**src/rv_pkg.sv**
```systemverilog
package rv_pkg;

    // 64-bit data, address and register value
    typedef logic [63:0] xword_t;
    // raw instruction word
    typedef logic [31:0] instr_t;
    // register index
    typedef logic [4:0]  reg_idx_t;
    // external interrupt vector
    typedef logic [3:0]  irq_vec_t;

    // reset pc and idle bus address
    localparam xword_t ram_base  = 64'h8000_0000;
    // mtvec is not writable, so the handler sits at a fixed offset
    localparam xword_t trap_base = ram_base + 64'h100;

    // vector value that requests the machine external interrupt
    localparam irq_vec_t irq_external = 4'd1;
    // interrupt bit plus cause 11
    localparam xword_t mcause_ext_irq = 64'h8000_0000_0000_000b;
    // mstatus bit positions
    localparam int mstatus_mie  = 3;
    localparam int mstatus_mpie = 7;

    // reset value of ir, not a valid opcode so it decodes as a no-op
    localparam instr_t ir_reset = 32'h0000_0001;

    // major opcodes
    localparam logic [6:0] op_lui    = 7'b0110111;
    localparam logic [6:0] op_auipc  = 7'b0010111;
    localparam logic [6:0] op_load   = 7'b0000011;
    localparam logic [6:0] op_store  = 7'b0100011;
    localparam logic [6:0] op_imm    = 7'b0010011;
    localparam logic [6:0] op_reg    = 7'b0110011;
    localparam logic [6:0] op_jal    = 7'b1101111;
    localparam logic [6:0] op_jalr   = 7'b1100111;
    localparam logic [6:0] op_branch = 7'b1100011;
    localparam logic [6:0] op_system = 7'b1110011;

    // funct3 values, doubleword access for ld and sd
    localparam logic [2:0] f3_d   = 3'b011;
    localparam logic [2:0] f3_add = 3'b000;
    localparam logic [2:0] f3_slt = 3'b010;
    localparam logic [2:0] f3_beq = 3'b000;

    // funct7 for add/slt and for sub
    localparam logic [6:0] f7_base = 7'b0000000;
    localparam logic [6:0] f7_sub  = 7'b0100000;

    // full mret encoding, system opcode with funct12 0x302
    localparam instr_t instr_mret = {12'h302, 13'd0, op_system};

    // execute stage sequencing
    typedef enum logic [1:0] {
        exec_run,
        exec_flush,
        exec_load_done
    } exec_state_t;

endpackage
```
**src/rv_if.sv**
```systemverilog


// one-cycle data bus request, registered by the bus port
interface bus_req_if import rv_pkg::*; ();
    xword_t addr;
    xword_t wdata;
    logic   we;
    logic   re;

    modport master (output addr, wdata, we, re);
    modport slave  (input addr, wdata, we, re);
endinterface

```
**src/rv_bus_port.sv**
```systemverilog
`timescale 1ns/1ps

module rv_bus_port import rv_pkg::*; (
    input  logic   clk,
    input  logic   reset,
    bus_req_if.slave bus,
    output xword_t bus_address,
    output xword_t bus_write_data,
    output logic   bus_write_enable,
    output logic   bus_read_enable
);

    always_ff @(posedge clk or negedge reset) begin
        if (!reset) begin
            bus_address      <= ram_base;
            bus_write_data   <= '0;
            bus_write_enable <= 1'b0;
            bus_read_enable  <= 1'b0;
        end else begin
            // strobes last one cycle, no ready from the bus
            bus_write_enable <= bus.we;
            bus_read_enable  <= bus.re;
            // idle pins between requests
            if (bus.we || bus.re) begin
                bus_address <= bus.addr;
            end else begin
                bus_address <= ram_base;
            end
            // data only for stores
            if (bus.we) begin
                bus_write_data <= bus.wdata;
            end else begin
                bus_write_data <= '0;
            end
        end
    end

    // execute issues one kind of access per cycle
    assert property (@(posedge clk) disable iff (!reset)
        !(bus_read_enable && bus_write_enable))
        else $error("read and write enables both high");

endmodule

```
**src/flat_wrapper.sv**
```systemverilog
// flat-port wrapper written by rule: the top's interface ports become plain ports
module rv_bus_port_flat import rv_pkg::*;
  (clk, reset, bus_address, bus_write_data, bus_write_enable, bus_read_enable, bus_addr, bus_wdata, bus_we, bus_re);
  bus_req_if bus_i ();
  input  logic clk;
  input  logic reset;
  output xword_t bus_address;
  output xword_t bus_write_data;
  output logic bus_write_enable;
  output logic bus_read_enable;
  input wire logic [$bits(bus_i.addr)-1:0] bus_addr;
  input wire logic [$bits(bus_i.wdata)-1:0] bus_wdata;
  input wire logic [$bits(bus_i.we)-1:0] bus_we;
  input wire logic [$bits(bus_i.re)-1:0] bus_re;
  assign bus_i.addr = bus_addr;
  assign bus_i.wdata = bus_wdata;
  assign bus_i.we = bus_we;
  assign bus_i.re = bus_re;
  rv_bus_port u_core (.clk(clk), .reset(reset), .bus(bus_i), .bus_address(bus_address), .bus_write_data(bus_write_data), .bus_write_enable(bus_write_enable), .bus_read_enable(bus_read_enable));
endmodule
```
**config.mk**
```make
export PLATFORM = sky130hd
export DESIGN_NAME = rv_bus_port_flat
export DESIGN_NICKNAME = d
export VERILOG_FILES = /design/src/rv_pkg.sv /design/src/rv_if.sv /design/src/rv_bus_port.sv /design/src/flat_wrapper.sv
export SDC_FILE = /design/constraint.sdc
export NUM_CORES = 1
export LEC_CHECK = 0
export ABC_AREA = 1
export BUFFER_PORTS_ARGS = -buffer_cell sky130_fd_sc_hd__buf_2
export CORE_ASPECT_RATIO = 1.4
export CORE_MARGIN = 3
export CORE_UTILIZATION = 44
export CTS_BUF_LIST = sky130_fd_sc_hd__clkbuf_4
export DETAILED_ROUTE_END_ITERATION = 10
export PLACE_DENSITY = 0.9
export REMOVE_ABC_BUFFERS = 1
export SYNTH_ARGS = -nofsm -noshare
export SYNTH_HDL_FRONTEND = slang
export SYNTH_SLANG_ARGS = --single-unit
export TNS_END_PERCENT = 10
```
**constraint.sdc**
```tcl
create_clock -name clk -period 1 [get_ports clk]
set_input_delay 0.1 -clock clk [delete_from_list [all_inputs] [get_ports clk]]
set_output_delay 0.1 -clock clk [all_outputs]
set_load 0.01 [all_outputs]
```
==> metrics.txt <==
global-route wire length before repair=approximately 23 mm; Synth async-reset ratio=1.00; Design Area, Final=roughly 0.0077 mm²; P_leak=0.00466 µW; CTS H-tree depth=4; largest net degree at the start of global routing=67; Worst Setup Slack, final=-220 ps; relative slew slack=0.820; GR Overflow Total=0; register bit total from synthesis=between 100 and 150; DP Worst Slack=between 100 and 150 ps; share of cells above drive strength 1=0.367; Pins Over Slew Limit=0; CTS buffer count=17; crit path launch type=flop; Hold Slack=between 60 and 70 ps; CP top delay family=flip-flops; Die Footprint=0.0110 mm²; die height=about 120 µm; Worst Setup Path Type=flop to output port; Synth top area share=0.750; max-cap violations=0; CP peak stage delay=roughly 540 ps; Wirelength per Cell=~17 µm; DR iter-0 viols=~190; final setup fails=130; detailed-route via count=~4200; DP HPWL=around 8.2 mm; pwr/cell area=approximately 1400 mW/mm²; row count=between 40 and 50; CP arrival=~1100 ps; status=finished with violations; I/O Buffers=~260; Crit-path slowest cell=dfstp_2; worst path bufs/invs=1; synth top area cells=dfrtp_1 75%, inv_1 11%, nand2_1 5.6%, nor2_1 5.5%, buf_4 1.0%; critical path depth=1; Critical Path RT=approximately 900 ps; clk buf depth=2; Post-DP Area=between 0.005 and 0.006 mm²; root buf cell=clkbuf_4; failing checks=negative setup slack; Highest Signal Layer=met4; Final GP Congestion=0.723; most frequent cells after synthesis=129 x dfrtp_1, 127 x inv_1, 64 x nand2_1, 63 x nor2_1, 7 x buf_2; Hold Path Class=input port to async pin; # clock sinks=130; initial core utilization=0.453; NumNets Final=~940; Seq/Total Area, Yosys=0.756; DR pass1 iterations=4; M1 WL=roughly 5 mm; cell taking the most area after synthesis=dfrtp_1; number of synthesized flops with an enable pin=0; CTS tree=done; io pins=roughly 260; Via density=4.46; DRC=0; core region area=~0.0095 mm²; crit end category=output port; post-CTS setup buffer count=0; cell with the most instances after synthesis=dfrtp_1; wire length on met2=~8.6 mm; maximum clock frequency=just over 800 MHz; Area Overhead vs Synth=78.2%; Reg clk slew, reported paths=110 ps; part of the cycle the worst path needs=1.22; RSZ-0062 raised after global routing=yes; Netlist Area Pre-Place=0.00431 mm²; Main synth FF type=dfrtp_1; met3 wire length=around 1.4 mm; CP cell instances=buf_6; Max VDD drop=about 1.4 mV; fin crit period=approximately 1200 ps; Slew @ Worst Pin=270 ps; initial antenna violation count=0; final WL=between 15 and 20 mm; post-synth cell types=9; Hold Fails Final Rpt=0; Syn Area/Cell=approximately 11 µm²; yosys synthesis warning count=0; placed insts=786; fillers=483; Total Power=~11000 µW; final std cells w/o fill=~950; vias in the first global route=4699; Syn Inst Count=about 400; # diodes=0; CP Max Fanout=1; die width=approximately 90 µm; overall routing resource usage=0.286; antenna-violating nets left=0
==> metal layers <==
layer | vias to the layer above | global-route usage
met2 | 236 | 0.509
met4 | 0 | 0.172
met1 | 2043 | 0.275
met5 | - | 0
met3 | 67 | 0.0967
li1 | 1883 | -
==> through the flow <==
step                TNS (ps)  utilization
floorplan              -2090            -
global placement           0        0.612
detailed placement         0        0.612
CTS                   -18380        0.785
global route          -24000        0.807
finish                -13170        0.807
==> worst paths after layout <==
check | end | slack (ps) | start
max | bus_address[31] | -220 | u_core.bus_address[31]$_DFF_PN1_
min | u_core.bus_address[61]$_DFF_PN0_ | 70 | reset
max in group asynchronous | u_core.bus_address[31]$_DFF_PN1_ | 420 | reset
min in group clk | u_core.bus_write_data[62]$_DFF_PN0_ | 340 | bus_wdata[62]
==> cells by family (layout without fill, tap and decap cells) <==
group,after synthesis,in the layout,share of synthesized area
compound gates,1,1,0.00174
buf+inv,140,558,0.129
simple gates,128,128,0.113
flops,130,130,0.756
==> repair_timing <==
| action | CTS | global route |
|---|---|---|
| gates resized for setup | 12 | 34 |
| cloned | 0 | 0 |
| endpoints found under the hold margin | 260 | 0 |
| setup endpoints to repair | 130 | 130 |
| hold buffers | 131 | 0 |
==> sequential cells by signal (all words and copies together), names as in the netlist <==
register / count
u_core.bus_write_data: 64
u_core.bus_write_enable: 1
u_core.bus_address: 64
u_core.bus_read_enable: 1
==> final cells by class <==
| type | count | area, µm² | area share |
|---|---|---|---|
| Clock inverter | 12 | 116 | 0.0152 |
| Tap cell | 132 | 165 | 0.0215 |
| Clock buffer | 20 | 150 | 0.0196 |
| Multi-Input combinational cell | 129 | 495 | 0.0646 |
| Inverter | 127 | 477 | 0.0621 |
| Timing Repair Buffer | 399 | 3010 | 0.393 |
| Sequential cell | 130 | 3250 | 0.424 |
==> power breakdown <==
part / leakage, µW / total [µW] / switching, µW / internal (µW)
Combinational: 0.00287 / 1830 / 852 / 977
Sequential: 0.00163 / 5680 / 128 / 5550
Clock: 0.000147 / 3350 / 1820 / 1530
Total: 0.00466 / 10900 / 2790 / 8060
==> placed cells by master, fill, tap and decap left out, types with 2 or more instances in the layout <==
cell type	netlist	layout
clkinv_1	0	2
nand2_1	64	64
bufinv_16	0	2
nor2_1	63	63
clkinv_2	0	5
inv_1	127	127
buf_2	7	216
clkbuf_4	0	20
buf_12	0	5
clkinvlp_4	0	2
dlygate4sd3_1	0	131
buf_4	6	2
buf_6	0	45
dfrtp_1	129	129
Note: power is estimated with default switching activity, not from simulation.
