### src/rv_pkg.sv
package rv_pkg;

    // 64-bit data, address and register value
    typedef logic [63:0] xword_t;
    // raw instruction word
    typedef logic [31:0] instr_t;
    // register index
    typedef logic [4:0]  reg_idx_t;
    // external interrupt vector
    typedef logic [3:0]  irq_vec_t;

    // reset pc and idle bus address
    localparam xword_t ram_base  = 64'h8000_0000;
    // mtvec is not writable, so the handler sits at a fixed offset
    localparam xword_t trap_base = ram_base + 64'h100;

    // vector value that requests the machine external interrupt
    localparam irq_vec_t irq_external = 4'd1;
    // interrupt bit plus cause 11
    localparam xword_t mcause_ext_irq = 64'h8000_0000_0000_000b;
    // mstatus bit positions
    localparam int mstatus_mie  = 3;
    localparam int mstatus_mpie = 7;

    // reset value of ir, not a valid opcode so it decodes as a no-op
    localparam instr_t ir_reset = 32'h0000_0001;

    // major opcodes
    localparam logic [6:0] op_lui    = 7'b0110111;
    localparam logic [6:0] op_auipc  = 7'b0010111;
    localparam logic [6:0] op_load   = 7'b0000011;
    localparam logic [6:0] op_store  = 7'b0100011;
    localparam logic [6:0] op_imm    = 7'b0010011;
    localparam logic [6:0] op_reg    = 7'b0110011;
    localparam logic [6:0] op_jal    = 7'b1101111;
    localparam logic [6:0] op_jalr   = 7'b1100111;
    localparam logic [6:0] op_branch = 7'b1100011;
    localparam logic [6:0] op_system = 7'b1110011;

    // funct3 values, doubleword access for ld and sd
    localparam logic [2:0] f3_d   = 3'b011;
    localparam logic [2:0] f3_add = 3'b000;
    localparam logic [2:0] f3_slt = 3'b010;
    localparam logic [2:0] f3_beq = 3'b000;

    // funct7 for add/slt and for sub
    localparam logic [6:0] f7_base = 7'b0000000;
    localparam logic [6:0] f7_sub  = 7'b0100000;

    // full mret encoding, system opcode with funct12 0x302
    localparam instr_t instr_mret = {12'h302, 13'd0, op_system};

    // execute stage sequencing
    typedef enum logic [1:0] {
        exec_run,
        exec_flush,
        exec_load_done
    } exec_state_t;

endpackage
### src/rv_if.sv


// machine csr handshake with execute
interface csr_if import rv_pkg::*; ();
    logic   irq_pending;
    xword_t mepc;
    logic   trap_take;
    xword_t trap_pc;
    logic   mret;

    modport csr_side  (output irq_pending, mepc, input trap_take, trap_pc, mret);
    modport exec_side (input irq_pending, mepc, output trap_take, trap_pc, mret);
endinterface


### src/rv_csr.sv
`timescale 1ns/1ps

module rv_csr import rv_pkg::*; (
    input  logic     clk,
    input  logic     reset,
    input  irq_vec_t interrupt_vector,
    output logic     interrupt_ack,
    csr_if.csr_side  csr
);

    xword_t mstatus;
    xword_t mepc;
    xword_t mcause;

    // only the external interrupt exists, masked by mstatus.MIE
    assign csr.irq_pending = (interrupt_vector == irq_external) && mstatus[mstatus_mie];
    // return address for mret
    assign csr.mepc = mepc;

    always_ff @(posedge clk or negedge reset) begin
        if (!reset) begin
            // interrupts enabled out of reset
            mstatus       <= xword_t'(64'd1 << mstatus_mie);
            mepc          <= '0;
            mcause        <= '0;
            interrupt_ack <= 1'b0;
        end else begin
            // ack follows trap entry by one edge
            interrupt_ack <= csr.trap_take;
            if (csr.trap_take) begin
                // trap entry
                mepc                  <= csr.trap_pc;
                mcause                <= mcause_ext_irq;
                mstatus[mstatus_mpie] <= mstatus[mstatus_mie];
                mstatus[mstatus_mie]  <= 1'b0;
            end else if (csr.mret) begin
                // restore MIE, MPIE goes back to one
                mstatus[mstatus_mie]  <= mstatus[mstatus_mpie];
                mstatus[mstatus_mpie] <= 1'b1;
            end
        end
    end

    // execute never traps and returns in the same cycle
    assert property (@(posedge clk) disable iff (!reset) !(csr.trap_take && csr.mret))
        else $error("trap_take and mret together");

    // mret only leaves a handler that a trap entered
    assert property (@(posedge clk) disable iff (!reset) csr.mret |-> mcause == mcause_ext_irq)
        else $error("mret without a recorded interrupt cause");

endmodule

### src/flat_wrapper.sv
// flat-port wrapper written by rule: the top's interface ports become plain ports
module rv_csr_flat import rv_pkg::*;
  (clk, reset, interrupt_vector, interrupt_ack, csr_irq_pending, csr_mepc, csr_trap_take, csr_trap_pc, csr_mret);
  csr_if csr_i ();
  input  logic clk;
  input  logic reset;
  input  irq_vec_t interrupt_vector;
  output logic interrupt_ack;
  output wire logic [$bits(csr_i.irq_pending)-1:0] csr_irq_pending;
  output wire logic [$bits(csr_i.mepc)-1:0] csr_mepc;
  input wire logic [$bits(csr_i.trap_take)-1:0] csr_trap_take;
  input wire logic [$bits(csr_i.trap_pc)-1:0] csr_trap_pc;
  input wire logic [$bits(csr_i.mret)-1:0] csr_mret;
  assign csr_irq_pending = csr_i.irq_pending;
  assign csr_mepc = csr_i.mepc;
  assign csr_i.trap_take = csr_trap_take;
  assign csr_i.trap_pc = csr_trap_pc;
  assign csr_i.mret = csr_mret;
  rv_csr u_core (.clk(clk), .reset(reset), .interrupt_vector(interrupt_vector), .interrupt_ack(interrupt_ack), .csr(csr_i));
endmodule
### config.mk
export PLATFORM = sky130hd
export DESIGN_NAME = rv_csr_flat
export DESIGN_NICKNAME = d
export VERILOG_FILES = /design/src/rv_pkg.sv /design/src/rv_if.sv /design/src/rv_csr.sv /design/src/flat_wrapper.sv
export SDC_FILE = /design/constraint.sdc
export NUM_CORES = 1
export LEC_CHECK = 0
export BUFFER_PORTS_ARGS = -buffer_cell sky130_fd_sc_hd__buf_4
export CELL_PAD_IN_SITES_DETAIL_PLACEMENT = 2
export CELL_PAD_IN_SITES_GLOBAL_PLACEMENT = 2
export CORE_ASPECT_RATIO = 1.1
export CORE_MARGIN = 4
export CORE_UTILIZATION = 31
export DETAILED_ROUTE_END_ITERATION = 10
export GPL_TIMING_DRIVEN = 0
export PLACE_DENSITY_LB_ADDON = 0.1
export SLEW_MARGIN = 20
export SYNTH_ARGS = -nofsm -noshare
export SYNTH_HDL_FRONTEND = slang
export SYNTH_SLANG_ARGS = --single-unit
### constraint.sdc
create_clock -name clk -period 2.55 [get_ports clk]
set_input_delay 0.51 -clock clk [delete_from_list [all_inputs] [get_ports clk]]
set_output_delay 0.51 -clock clk [all_outputs]
set_load 0.03 [all_outputs]
==> flow_metrics.tcl <==
set metrics [dict create \
    outcome "finished clean" \
    yosysTopAreaCell "dfrtp_1" \
    synth.area.mux_share_pct 31.3 \
    ant_nets 0 \
    routed_wl_microns 7170 \
    synth_compound_area_share_pct 0.194 \
    core_area_sq_um 8000 \
    instances_no_fill 405 \
    hold_ws_ns 0.284 \
    initial_utilization_pct 32.2 \
    route.detailed.wl_per_inst_microns 17.7 \
    max_stage_delay_ns 0.55 \
    cap_viol_max_count 0 \
    ioPinCount 138 \
    clock_latency_ns 0.32 \
    synth_top_family_by_area "multiplexers" \
    synth_cell_types 12 \
    first_iter_violations 17 \
    dp_slack_ns 0.988 \
    max_clock_freq_mhz 578 \
    rows 34 \
    layout_min_cycle_time_ns 1.73 \
    yosys-top-cells-area "dfrtp_1 64%, mux2_2 16%, mux2_4 12%" \
    nFillCells 808 \
    layout_common_cells "137 x buf_4, 66 x dfrtp_1, 37 x mux2_2" \
    p_total_mw 2.64 \
    final_hold_viol_count 0 \
    synth_warnings 0 \
    synth_nets 217 \
    vias 1810 \
    path_cells "and4b_1 > buf_4" \
    finClkSkew_ns 0.000128 \
    cts_htree_levels 3 \
    post_cts_buffers 0 \
    clk_path_buf_depth 2 \
    die_y_microns 104 \
    vias_per_cell 4.47 \
    drtPass1Iterations 3 \
    layout-drive-gt1-share_pct 72.4 \
    rsz0062_at_grt "no" \
    min_period_over_period_pct 67.9 \
    numCtsBuffers 9 \
    crit_fanout 3 \
    hold_class "in2async" \
    first_global_vias 2057 \
    final_common_cell "buf_4" \
    synth-simple-area-share_pct 0.972 \
    groute.usage.overall_pct 15.1 \
    final-setup-viol-count 0 \
    synth-xor-area-share_pct 0 \
    die_x_microns 94.9 \
    p_leak_nw 1.92 \
    diodes 0 \
    grt_first_pass_wirelength_microns 11300 \
    gp_congestion 0.701 \
    grt_max_degree 68 \
    grt_overflow 0 \
    synthAdderAreaFrac_pct 0 \
    cts_tree "yes" \
    relSlewSlack_pct 41.1 \
    synthCells 145 \
    cp-end-kind "primary output" \
    critPathRequiredTime_ns 2.04 \
    clkTransAtPathRegs_ns 0.06 \
    cp.buffers_inverters 1 \
    arrival_ns 1.22 \
    cts_resized 0 \
    syn_area_per_cell_sq_um 17.7 \
    synth_seq_area_share_pct 65.2 \
    finalSetupTns_ns 0 \
    cts_num_sinks 67 \
    layout_setup_ws_ns 0.819 \
    syn_area_sq_um 2570 \
    synth_top_area_share_pct 64.2 \
    critical_path_class "reg2out" \
    antenna_found_initial 0 \
    clockRootBuffer "clkbuf_8" \
    r2r_slack_ns 1.76 \
    startpoint_type "flop" \
    cellPowerDensity_nw_per_um2 679 \
    nets 365 \
    place_hpwl_microns 5450 \
    dieArea_sq_um 9830 \
    ctsHoldBuffers 0 \
    crit_path_top_delay_cell "dfstp_2" \
    synth-seq-cells 67 \
    drc 0 \
    worst_slew_pin_slew_ns 0.884 \
    area_growth_syn_to_layout_pct 51.4 \
    maxSlewViolCount 0 \
    dpl.cell_count 390 \
    ir_drop_v 0.000356 \
    critPathTopFamily "flip-flops" \
    io_buffers 137 \
]
## cell usage after synthesis, drive strengths merged
master and n:
and4b 1, buf 7, nand2 1, dfrtp 66
nor2 3, dfstp 1, o21ai 1, mux2 64
mux2i 1
## final timing paths
check                                    start              endpoint  depth (start not counted)
max                          u_core.mstatus[3]       csr_irq_pending                          2
min                                      reset   u_core.csr.mepc[53]                          1
max reg2reg                u_core.csr.mepc[55]   u_core.csr.mepc[55]                          1
min reg2reg                u_core.csr.mepc[56]   u_core.csr.mepc[56]                          1
max in group asynchronous                reset   u_core.csr.mepc[56]                          1
min in group clk                 csr_trap_take  u_core.interrupt_ack                          1
## stage by stage
stage	cell area [sq um]	util (%)
2_1_floorplan	2570	-
6_report	3900	48.7
5_1_grt	3900	48.7
3_3_place_gp	3740	46.7
4_1_cts	3900	48.7
3_5_place_dp	3740	46.7
## cell type report
class                   count  area, sq um  share of cell area, %
plain buffers               7         60.1                   1.54
clock buffers              12          145                   3.72
clock inverters             3         15.0                  0.385
multi-input cells          71          836                   21.4
flip-flops and latches     67         1680                   43.0
well taps                 108          135                   3.47
repair buffers            137         1030                   26.4
## registers in the layout (all words and copies together), names as in the netlist
signal                count
u_core.csr.mepc          64
u_core.interrupt_ack      1
u_core.mstatus            2
## cells by family (layout without fill, tap and decap cells)
logic type,Yosys count,after routing
compound gates,1,1
flops,67,67
simple gates,5,5
mux,65,65
buf+inv,7,159
## routing by layer
metal	up-vias	wire length, microns	track usage, %
met5	-	0	0
met4	0	123	6.08
met3	11	544	4.86
met2	76	3720	25.4
met1	922	2780	17.5
li1	801	-	-
## power breakdown
group,internal (mW),switching (mW),total (mW),leakage (nW)
logic,0.310,0.351,0.661,1.05
clock network,0.370,0.389,0.760,0.0860
registers,1.17,0.0558,1.22,0.783
Note: power is estimated with default switching activity, not from simulation.
